**src/common/rv_pkg.sv**
```systemverilog
package rv_pkg;

  localparam int xlen = 32;

  // Major opcodes
  localparam logic [6:0] opcode_lui       = 7'b0110111;
  localparam logic [6:0] opcode_auipc     = 7'b0010111;
  localparam logic [6:0] opcode_jal       = 7'b1101111;
  localparam logic [6:0] opcode_jalr      = 7'b1100111;
  localparam logic [6:0] opcode_branch    = 7'b1100011;
  localparam logic [6:0] opcode_load      = 7'b0000011;
  localparam logic [6:0] opcode_store     = 7'b0100011;
  localparam logic [6:0] opcode_immediate = 7'b0010011;
  localparam logic [6:0] opcode_register  = 7'b0110011;
  localparam logic [6:0] opcode_fence     = 7'b0001111;
  localparam logic [6:0] opcode_system    = 7'b1110011;

  // Branch funct3
  localparam logic [2:0] funct_beq  = 3'b000;
  localparam logic [2:0] funct_bne  = 3'b001;
  localparam logic [2:0] funct_blt  = 3'b100;
  localparam logic [2:0] funct_bge  = 3'b101;
  localparam logic [2:0] funct_bltu = 3'b110;
  localparam logic [2:0] funct_bgeu = 3'b111;

  // ALU funct3, shared by register and immediate forms
  localparam logic [2:0] funct_add  = 3'b000;
  localparam logic [2:0] funct_sll  = 3'b001;
  localparam logic [2:0] funct_slt  = 3'b010;
  localparam logic [2:0] funct_sltu = 3'b011;
  localparam logic [2:0] funct_xor  = 3'b100;
  localparam logic [2:0] funct_srl  = 3'b101;
  localparam logic [2:0] funct_or   = 3'b110;
  localparam logic [2:0] funct_and  = 3'b111;

  localparam logic [31:0] nop_instr = 32'h00000013; // addi x0,x0,0

  typedef enum logic [3:0] {
    alu_add,
    alu_sub,
    alu_sll,
    alu_slt,
    alu_sltu,
    alu_xor,
    alu_srl,
    alu_sra,
    alu_or,
    alu_and,
    alu_pass_b // lui
  } alu_op_type;

  typedef enum logic [2:0] {
    bcu_none,
    bcu_beq,
    bcu_bne,
    bcu_blt,
    bcu_bge,
    bcu_bltu,
    bcu_bgeu
  } bcu_op_type;

  typedef enum logic [0:0] {
    src_a_reg,
    src_a_pc
  } src_a_type;

  typedef enum logic [1:0] {
    wb_alu,
    wb_link
  } wb_sel_type;

endpackage
```
**src/rtl/rv_int_core.sv**
```systemverilog
`timescale 1ns/10ps

module rv_int_core import rv_pkg::*; (
  input  logic            clk,
  input  logic            arst_n,
  input  logic            instr_valid,
  input  logic [xlen-1:0] instr,
  input  logic [xlen-1:0] pc,
  output logic            wb_valid,
  output logic [4:0]      wb_addr,
  output logic [xlen-1:0] wb_data,
  output logic            redirect,
  output logic [xlen-1:0] redirect_pc,
  output logic            unsupported,
  output logic            illegal
);

  logic [xlen-1:0] imm;
  logic [4:0]      rs1_addr;
  logic [4:0]      rs2_addr;
  logic [4:0]      rd_addr;
  logic            wren;
  alu_op_type      alu_op;
  bcu_op_type      bcu_op;
  src_a_type       src_a;
  logic            use_imm;
  wb_sel_type      wb_sel;
  logic            jal;
  logic            jalr;
  logic            dec_unsupported;
  logic            dec_valid;
  logic [xlen-1:0] rs1_data;
  logic [xlen-1:0] rs2_data;
  logic [xlen-1:0] alu_result;
  logic            taken;
  logic [xlen-1:0] target;
  logic            rf_we;
  logic [4:0]      rf_waddr;
  logic [xlen-1:0] rf_wdata;

  rv_decoder i_decoder (
    .instr       (instr),
    .imm         (imm),
    .rs1_addr    (rs1_addr),
    .rs2_addr    (rs2_addr),
    .rd_addr     (rd_addr),
    .wren        (wren),
    .alu_op      (alu_op),
    .bcu_op      (bcu_op),
    .src_a       (src_a),
    .use_imm     (use_imm),
    .wb_sel      (wb_sel),
    .jal         (jal),
    .jalr        (jalr),
    .unsupported (dec_unsupported),
    .valid       (dec_valid)
  );

  rv_regfile i_regfile (
    .clk      (clk),
    .arst_n   (arst_n),
    .rs1_addr (rs1_addr),
    .rs2_addr (rs2_addr),
    .we       (rf_we),
    .waddr    (rf_waddr),
    .wdata    (rf_wdata),
    .rs1_data (rs1_data),
    .rs2_data (rs2_data)
  );

  rv_alu i_alu (
    .alu_op     (alu_op),
    .src_a      (src_a),
    .use_imm    (use_imm),
    .rs1_data   (rs1_data),
    .rs2_data   (rs2_data),
    .imm        (imm),
    .pc         (pc),
    .alu_result (alu_result)
  );

  rv_branch_unit i_branch_unit (
    .bcu_op   (bcu_op),
    .jal      (jal),
    .jalr     (jalr),
    .rs1_data (rs1_data),
    .rs2_data (rs2_data),
    .imm      (imm),
    .pc       (pc),
    .taken    (taken),
    .target   (target)
  );

  rv_result i_result (
    .clk             (clk),
    .arst_n          (arst_n),
    .instr_valid     (instr_valid),
    .valid           (dec_valid),
    .unsupported     (dec_unsupported),
    .wren            (wren),
    .rd_addr         (rd_addr),
    .wb_sel          (wb_sel),
    .alu_result      (alu_result),
    .pc              (pc),
    .taken           (taken),
    .target          (target),
    .rf_we           (rf_we),
    .rf_waddr        (rf_waddr),
    .rf_wdata        (rf_wdata),
    .wb_valid        (wb_valid),
    .wb_addr         (wb_addr),
    .wb_data         (wb_data),
    .redirect        (redirect),
    .redirect_pc     (redirect_pc),
    .illegal         (illegal),
    .unsupported_out (unsupported)
  );

endmodule

```
**src/rtl/rv_result.sv**
```systemverilog
`timescale 1ns/10ps

module rv_result import rv_pkg::*; (
  input  logic            clk,
  input  logic            arst_n,
  input  logic            instr_valid,
  input  logic            valid,
  input  logic            unsupported,
  input  logic            wren,
  input  logic [4:0]      rd_addr,
  input  wb_sel_type      wb_sel,
  input  logic [xlen-1:0] alu_result,
  input  logic [xlen-1:0] pc,
  input  logic            taken,
  input  logic [xlen-1:0] target,
  output logic            rf_we,
  output logic [4:0]      rf_waddr,
  output logic [xlen-1:0] rf_wdata,
  output logic            wb_valid,
  output logic [4:0]      wb_addr,
  output logic [xlen-1:0] wb_data,
  output logic            redirect,
  output logic [xlen-1:0] redirect_pc,
  output logic            illegal,
  output logic            unsupported_out
);

  logic exec_ok;

  // Recognised and handled by this slice
  assign exec_ok = instr_valid && valid && !unsupported;

  // Write lands at the strobe edge so the next instruction sees it
  assign rf_we    = exec_ok && wren;
  assign rf_waddr = rd_addr;
  assign rf_wdata = (wb_sel == wb_link) ? pc + 32'd4 : alu_result;

  always_ff @(posedge clk or negedge arst_n) begin
    if (!arst_n) begin
      wb_valid        <= 1'b0;
      redirect        <= 1'b0;
      illegal         <= 1'b0;
      unsupported_out <= 1'b0;
    end else begin
      wb_valid        <= rf_we;
      redirect        <= exec_ok && taken;
      illegal         <= instr_valid && !valid;
      unsupported_out <= instr_valid && valid && unsupported;
    end
  end

  always_ff @(posedge clk) begin
    if (instr_valid) begin
      wb_addr     <= rf_waddr;
      wb_data     <= rf_wdata;
      redirect_pc <= target;
    end
  end

endmodule

```
**src/execute/rv_branch_unit.sv**
```systemverilog
`timescale 1ns/10ps

module rv_branch_unit import rv_pkg::*; (
  input  bcu_op_type      bcu_op,
  input  logic            jal,
  input  logic            jalr,
  input  logic [xlen-1:0] rs1_data,
  input  logic [xlen-1:0] rs2_data,
  input  logic [xlen-1:0] imm,
  input  logic [xlen-1:0] pc,
  output logic            taken,
  output logic [xlen-1:0] target
);

  logic            eq;
  logic            lt;
  logic            ltu;
  logic [xlen-1:0] jalr_sum;

  assign eq  = (rs1_data == rs2_data);
  assign lt  = $signed(rs1_data) < $signed(rs2_data);
  assign ltu = rs1_data < rs2_data;

  always_comb begin
    case (bcu_op)
      bcu_beq:  taken = eq;
      bcu_bne:  taken = !eq;
      bcu_blt:  taken = lt;
      bcu_bge:  taken = !lt;
      bcu_bltu: taken = ltu;
      bcu_bgeu: taken = !ltu;
      default:  taken = jal || jalr; // Jumps always redirect
    endcase
  end

  assign jalr_sum = rs1_data + imm;
  assign target   = jalr ? {jalr_sum[xlen-1:1], 1'b0} : pc + imm;

endmodule

```
**src/execute/rv_alu.sv**
```systemverilog
`timescale 1ns/10ps

module rv_alu import rv_pkg::*; (
  input  alu_op_type      alu_op,
  input  src_a_type       src_a,
  input  logic            use_imm,
  input  logic [xlen-1:0] rs1_data,
  input  logic [xlen-1:0] rs2_data,
  input  logic [xlen-1:0] imm,
  input  logic [xlen-1:0] pc,
  output logic [xlen-1:0] alu_result
);

  logic [xlen-1:0] op_a;
  logic [xlen-1:0] op_b;
  logic [4:0]      shamt;

  assign op_a  = (src_a == src_a_pc) ? pc : rs1_data;
  assign op_b  = use_imm ? imm : rs2_data;
  assign shamt = op_b[4:0];

  always_comb begin
    case (alu_op)
      alu_add:    alu_result = op_a + op_b;
      alu_sub:    alu_result = op_a - op_b;
      alu_sll:    alu_result = op_a << shamt;
      alu_slt:    alu_result = {31'd0, $signed(op_a) < $signed(op_b)};
      alu_sltu:   alu_result = {31'd0, op_a < op_b};
      alu_xor:    alu_result = op_a ^ op_b;
      alu_srl:    alu_result = op_a >> shamt;
      alu_sra:    alu_result = $unsigned($signed(op_a) >>> shamt);
      alu_or:     alu_result = op_a | op_b;
      alu_and:    alu_result = op_a & op_b;
      alu_pass_b: alu_result = op_b;
      default:    alu_result = op_a + op_b;
    endcase
  end

endmodule

```
**src/rtl/rv_regfile.sv**
```systemverilog
`timescale 1ns/10ps

module rv_regfile import rv_pkg::*; (
  input  logic            clk,
  input  logic            arst_n,
  input  logic [4:0]      rs1_addr,
  input  logic [4:0]      rs2_addr,
  input  logic            we,
  input  logic [4:0]      waddr,
  input  logic [xlen-1:0] wdata,
  output logic [xlen-1:0] rs1_data,
  output logic [xlen-1:0] rs2_data
);

  logic [xlen-1:0] regs [32];

  always_ff @(posedge clk or negedge arst_n) begin
    if (!arst_n) begin
      for (int i = 0; i < 32; i++)
        regs[i] <= '0;
    end else if (we && (waddr != 5'd0)) begin
      regs[waddr] <= wdata; // x0 never written, stays zero
    end
  end

  assign rs1_data = regs[rs1_addr];
  assign rs2_data = regs[rs2_addr];

endmodule

```
**src/decode/rv_decoder.sv**
```systemverilog
`timescale 1ns/10ps

module rv_decoder import rv_pkg::*; (
  input  logic [xlen-1:0] instr,
  output logic [xlen-1:0] imm,
  output logic [4:0]      rs1_addr,
  output logic [4:0]      rs2_addr,
  output logic [4:0]      rd_addr,
  output logic            wren,
  output alu_op_type      alu_op,
  output bcu_op_type      bcu_op,
  output src_a_type       src_a,
  output logic            use_imm,
  output wb_sel_type      wb_sel,
  output logic            jal,
  output logic            jalr,
  output logic            unsupported,
  output logic            valid
);

  logic [6:0]      opcode;
  logic [2:0]      funct3;
  logic [6:0]      funct7;
  logic            rd_nz;
  logic [xlen-1:0] imm_i;
  logic [xlen-1:0] imm_s;
  logic [xlen-1:0] imm_b;
  logic [xlen-1:0] imm_u;
  logic [xlen-1:0] imm_j;

  assign opcode   = instr[6:0];
  assign funct3   = instr[14:12];
  assign funct7   = instr[31:25];
  assign rd_addr  = instr[11:7];
  assign rs1_addr = instr[19:15];
  assign rs2_addr = instr[24:20];
  assign rd_nz    = |instr[11:7];

  assign imm_i = {{20{instr[31]}}, instr[31:20]};
  assign imm_s = {{20{instr[31]}}, instr[31:25], instr[11:7]};
  assign imm_b = {{19{instr[31]}}, instr[31], instr[7], instr[30:25], instr[11:8], 1'b0};
  assign imm_u = {instr[31:12], 12'h000};
  assign imm_j = {{11{instr[31]}}, instr[31], instr[19:12], instr[20], instr[30:21], 1'b0};

  always_comb begin
    imm         = '0;
    wren        = 1'b0;
    alu_op      = alu_add;
    bcu_op      = bcu_none;
    src_a       = src_a_reg;
    use_imm     = 1'b0;
    wb_sel      = wb_alu;
    jal         = 1'b0;
    jalr        = 1'b0;
    unsupported = 1'b0;
    valid       = 1'b1;

    case (opcode)
      opcode_lui: begin
        imm     = imm_u;
        wren    = rd_nz;
        use_imm = 1'b1;
        alu_op  = alu_pass_b;
      end
      opcode_auipc: begin
        imm     = imm_u;
        wren    = rd_nz;
        use_imm = 1'b1;
        src_a   = src_a_pc; // pc + imm through the adder
      end
      opcode_jal: begin
        imm    = imm_j;
        wren   = rd_nz;
        wb_sel = wb_link;
        jal    = 1'b1;
      end
      opcode_jalr: begin
        imm    = imm_i;
        wren   = rd_nz;
        wb_sel = wb_link;
        jalr   = 1'b1;
        valid  = (funct3 == 3'b000);
      end
      opcode_branch: begin
        imm = imm_b;
        case (funct3)
          funct_beq:  bcu_op = bcu_beq;
          funct_bne:  bcu_op = bcu_bne;
          funct_blt:  bcu_op = bcu_blt;
          funct_bge:  bcu_op = bcu_bge;
          funct_bltu: bcu_op = bcu_bltu;
          funct_bgeu: bcu_op = bcu_bgeu;
          default:    valid = 1'b0;
        endcase
      end
      opcode_load: begin
        imm         = imm_i;
        unsupported = 1'b1;
        // lb lh lw lbu lhu
        valid = (funct3 == 3'd0) || (funct3 == 3'd1) || (funct3 == 3'd2) ||
                (funct3 == 3'd4) || (funct3 == 3'd5);
      end
      opcode_store: begin
        imm         = imm_s;
        unsupported = 1'b1;
        valid       = (funct3 <= 3'd2); // sb sh sw
      end
      opcode_immediate: begin
        imm     = imm_i;
        wren    = rd_nz;
        use_imm = 1'b1;
        case (funct3)
          funct_add:  alu_op = alu_add;
          funct_slt:  alu_op = alu_slt;
          funct_sltu: alu_op = alu_sltu;
          funct_xor:  alu_op = alu_xor;
          funct_or:   alu_op = alu_or;
          funct_and:  alu_op = alu_and;
          funct_sll: begin
            alu_op = alu_sll;
            valid  = (funct7 == 7'b0000000);
          end
          default: begin // srli / srai share funct3
            alu_op = (funct7 == 7'b0100000) ? alu_sra : alu_srl;
            valid  = (funct7 == 7'b0000000) || (funct7 == 7'b0100000);
          end
        endcase
      end
      opcode_register: begin
        wren = rd_nz;
        if (funct7 == 7'b0000000) begin
          case (funct3)
            funct_add:  alu_op = alu_add;
            funct_sll:  alu_op = alu_sll;
            funct_slt:  alu_op = alu_slt;
            funct_sltu: alu_op = alu_sltu;
            funct_xor:  alu_op = alu_xor;
            funct_srl:  alu_op = alu_srl;
            funct_or:   alu_op = alu_or;
            default:    alu_op = alu_and;
          endcase
        end else if (funct7 == 7'b0100000) begin
          case (funct3)
            funct_add: alu_op = alu_sub;
            funct_srl: alu_op = alu_sra;
            default:   valid = 1'b0;
          endcase
        end else if (funct7 == 7'b0000001) begin
          unsupported = 1'b1; // M extension, all eight funct3 codes
        end else begin
          valid = 1'b0;
        end
      end
      opcode_fence: begin
        unsupported = 1'b1;
        valid       = (funct3 == 3'd0) || (funct3 == 3'd1); // fence, fence.i
      end
      opcode_system: begin
        unsupported = 1'b1;
        if (funct3 == 3'd0) begin
          // ecall, ebreak, wfi, mret
          valid = (instr[31:20] == 12'h000) || (instr[31:20] == 12'h001) ||
                  (instr[31:20] == 12'h105) || (instr[31:20] == 12'h302);
        end else begin
          valid = (funct3 != 3'd4); // CSR access
        end
      end
      default: valid = 1'b0;
    endcase

    if (unsupported || !valid)
      wren = 1'b0;
  end

endmodule

```
**config.mk**
```make
export PLATFORM = sky130hd
export DESIGN_NAME = rv_int_core
export DESIGN_NICKNAME = d
export VERILOG_FILES = /design/src/common/rv_pkg.sv /design/src/rtl/rv_int_core.sv /design/src/rtl/rv_result.sv /design/src/execute/rv_branch_unit.sv /design/src/execute/rv_alu.sv /design/src/rtl/rv_regfile.sv /design/src/decode/rv_decoder.sv
export SDC_FILE = /design/constraint.sdc
export NUM_CORES = 2
export LEC_CHECK = 0
export BUFFER_PORTS_ARGS = -buffer_cell sky130_fd_sc_hd__buf_2
export CORE_MARGIN = 2
export CORE_UTILIZATION = 40
export DETAILED_ROUTE_END_ITERATION = 10
export GPL_TIMING_DRIVEN = 1
export PLACE_DENSITY = 0.67
export SLEW_MARGIN = 15
export SYNTH_ARGS = -nofsm -noshare
export SYNTH_HDL_FRONTEND = slang
export SYNTH_SLANG_ARGS = --single-unit
```
**constraint.sdc**
```tcl
create_clock -name clk -period 6.9 [get_ports clk]
set_input_delay 0.345 -clock clk [delete_from_list [all_inputs] [get_ports clk]]
set_output_delay 0.345 -clock clk [all_outputs]
set_load 0.02 [all_outputs]
```
==> run summary <==
Hold Vio Cnt, Final - 0
Max Fclk - 153 MHz
Largest family of logic cells by synthesized area - multiplexers
TritonCTS clock tree - done
Pwr Density - 212 nW/µm²
Synth Area per Inst - 9.81 µm²
Cell Int Power - 0.0116 W
Crit-path slowest cell - a311oi_1
Post_cts resized - 0
Skew final - 0.0605 ns
Clock Tree Buf Depth - 3
Synth Area in Compound Gates - 0.181
Tightest Pin Transition - 1.21 ns
Area contributors post-synth - dfrtp_1 (36%), mux2i_1 (9.8%), mux4_2 (9.4%)
CTS root buffer - clkbuf_16
Layout Utilization - 0.454
Leakage - 36.0 nW
Worst Path Max Fanout - 42
DPL Wire Length - 199 mm
Post-synth top flop - dfrtp_1
Fill cell count - 16527
Worst-path clk slew - 0.06 ns
Synthesized cell area - 70900 µm²
RePlAce Congestion - 1.06
CP cell instances - buf_8, buf_4, buf_4, mux4_2, mux4_2, mux2i_1, nand2_1, a21boi_2, ha_1, inv_1, a21o_1, nor2_1, a21oi_1, nor2_1, a311oi_1, o2111ai_1, a211o_1, o21ai_2, buf_12, inv_1
Setup Crit Path Kind - in2reg
Final period utilization - 0.945
Mapped Cells - 7220
Slew Limit Fails - 0
Min Tclk post-route - 6.52 ns
H-tree depth - 3
CP Capture Type - register
XOR/XNOR Fraction of Synth Area - 0.0134
CP Launch Type - primary input
Sequential power share - 0.391
Die ar. - 181000 µm²
Final setup margin - 0.379 ns
Die Wd - 425 µm
Sequential area share after synthesis - 0.392
WP data required - 7.39 ns
Crit-path max cell delay - 0.72 ns
Switching power total - 0.00532 W
Sequential cell area - 27800 µm²
Hold slack - 0.134 ns
DR vias - 61655
First-pass GRT wire length - 426 mm
Pin count of the biggest net entering global routing - 180
Port-buffer cells - 139
First drt pass iteration count - 8
Synthesized Nets - 7482
Final setup viols - 0
Hold-fix buffers, CTS - 5
TritonCTS Buffers - 112
Cell Rows - 154
Area occupied by multi-input gates - 40100 µm²
Post-synth top area share - 0.363
Share of cells above drive strength 1 - 0.187
Overall Global Routing Usage - 0.321
Grt total ovfl - 0
Vias in the first global route - 61017
Core region area - 176000 µm²
Place WS - -0.132 ns
Comb pwr share - 0.217
Vias per inst - 6.38
Num Clock Sinks - 1097
Drt first-iter violations - 7128
Switch share - 0.315
IO Pins - 140
Area growth syn-to-layout - 12.8%
Asr flop ratio synth - 0.937
HP Class - in2reg
Adder-cell area share of the yosys netlist - 0.0349
Peak supply drop - 0.219 mV
Die height - 425 µm
RSZ-0062 raised after global routing - no
Setup TNS - 0 ns
Flops & latches, synth - 1097
Tot Pwr - 0.0169 W
Routed wire length - 295 mm
Relative slew slack - 0.196
Initial antenna violation count - 8
Most area-hungry cell type in the Yosys netlist - dfrtp_1
WL/cell - 30.6 µm
Starting Density - 0.402
Max-cap viol count - 0
Outcome - finished, final reports clean
Library cells used by synthesis - 95
DR DRC count - 0
Skew-Pair Late Insertion Delay - 0.79 ns
Clock share of power - 0.392
WP data arrival - 7.01 ns
Post-synthesis mux area share - 0.227
EDFF count, synth - 69
Simple-gate share of the synthesized area - 0.104
Post-CTS Setup Bufs - 0
Ys Warns - 0
Nets - 7485
Antenna viol nets, final - 0
worst paths after layout:
kind	endpoint	startpoint	cells after the start	slack, ns
worst max-delay path	i_result.wb_data[29]	instr[20]	20	0.38
max in group asynchronous	i_regfile.regs[898]	arst_n	3	5.06
worst max register to register	i_regfile.regs[478]	i_regfile.regs[193]	22	0.75
worst min register to register	i_regfile.regs[1005]	i_regfile.regs[1005]	0	0.40
worst min-delay path	i_result.illegal	instr_valid	3	0.13
min in group asynchronous	i_regfile.regs[350]	arst_n	2	0.29
layout make-up:
cell class	count	share of cell area
clock inverters	49	0.00833
clock buffers	157	0.0414
flip-flops and latches	1097	0.348
well taps	2340	0.0366
repair buffers	547	0.0562
inverters	159	0.00747
diodes	9	0.000282
multi-input cells	5306	0.502
synth_stat cells, types with 23 or more instances:
master    number
o21ai_1       63
nor2b_1       23
o21a_1        32
a31oi_1       28
o21ai_0      888
nand2_1     1025
nand4_1       26
or3_1         45
nor4_1        48
mux2_2       218
and3_1        31
a211o_1       27
and2_1        25
xnor2_1       65
a211oi_1      39
a21o_1        78
nor2_1       210
dfrtp_1     1028
o21bai_1      23
nand2b_1      40
buf_1         63
inv_1        157
buf_2         89
clkbuf_1     447
buf_4         52
edfxtp_1      69
a21oi_1      382
nor3_1        76
o211ai_1      38
o31ai_1       27
nand3_1       71
mux2i_1      693
xor2_1        43
o22ai_1       28
a22oi_1      295
ha_1         191
mux4_2       295
power groups by stage:
| stage | clock [W] | combinational [W] | sequential, W |
|---|---|---|---|
| 6_report | 0.00662 | 0.00367 | 0.00661 |
| 5_1_grt | 0.00692 | 0.00383 | 0.00661 |
| 4_1_cts | 0.00668 | 0.00356 | 0.00661 |
| 3_5_place_dp | 0 | 0.00354 | 0.00673 |
| 3_3_place_gp | 0 | 0.00354 | 0.00673 |
| 2_1_floorplan | 0 | 0.00189 | 0.00678 |
per-layer routing:
metal	global-route usage	share of wire	wire, µm
met1	0.402	0.38	112000
met2	0.497	0.45	132000
met3	0.0673	0.095	27900
met4	0.222	0.080	23600
met5	0	0	0
state kept, by name (all words and copies together), names as in the netlist:
signal	cells
i_regfile.regs	1024
i_result.redirect_pc	32
i_result.wb_data	32
i_result.wb_addr	5
i_result.illegal	1
i_result.redirect	1
i_result.unsupported_out	1
i_result.wb_valid	1
worst max-delay path, delay by kind of cell:
family | cells | cell delay [ns]
AOI/OAI and AO/OA | 7 | 2.46
adders and majority gates | 1 | 0.45
muxes | 3 | 1.40
buffers and inverters | 6 | 1.91
and+or+nand+nor | 3 | 0.34
kinds of logic (layout without fill, tap and decap cells):
| logic type | count (synthesis) | count (layout) |
|---|---|---|
| compound gates | 2112 | 2112 |
| fa+ha+maj | 195 | 195 |
| xor+xnor | 108 | 108 |
| flops | 1097 | 1097 |
| simple gates | 1683 | 1683 |
| mux | 1208 | 1208 |
| other cells | 0 | 9 |
| buf+inv | 817 | 912 |
layout by cell type (no fill, tap or decap), types with 78 or more instances in the layout:
cell,synthesis,routed
a22oi_1,295,291
o21ai_0,888,887
clkbuf_16,0,115
buf_2,89,131
buf_4,52,353
dfrtp_1,1028,1028
a21oi_1,382,380
ha_1,191,191
nand2_1,1025,1017
a21o_1,78,78
mux2i_1,693,693
nor2_1,210,204
mux4_2,295,295
inv_1,157,157
mux2_2,218,218
per-stage QoR:
| step | instance area, µm² | instances |
|---|---|---|
| 3_3_place_gp | 75800 | 9444 |
| 3_5_place_dp | 75900 | 9444 |
| 4_1_cts | 79900 | 9655 |
| 6_report | 79900 | 9664 |
| 2_1_floorplan | 70900 | 7220 |
| 5_1_grt | 79900 | 9657 |
Power figures use the tool's default switching activity.
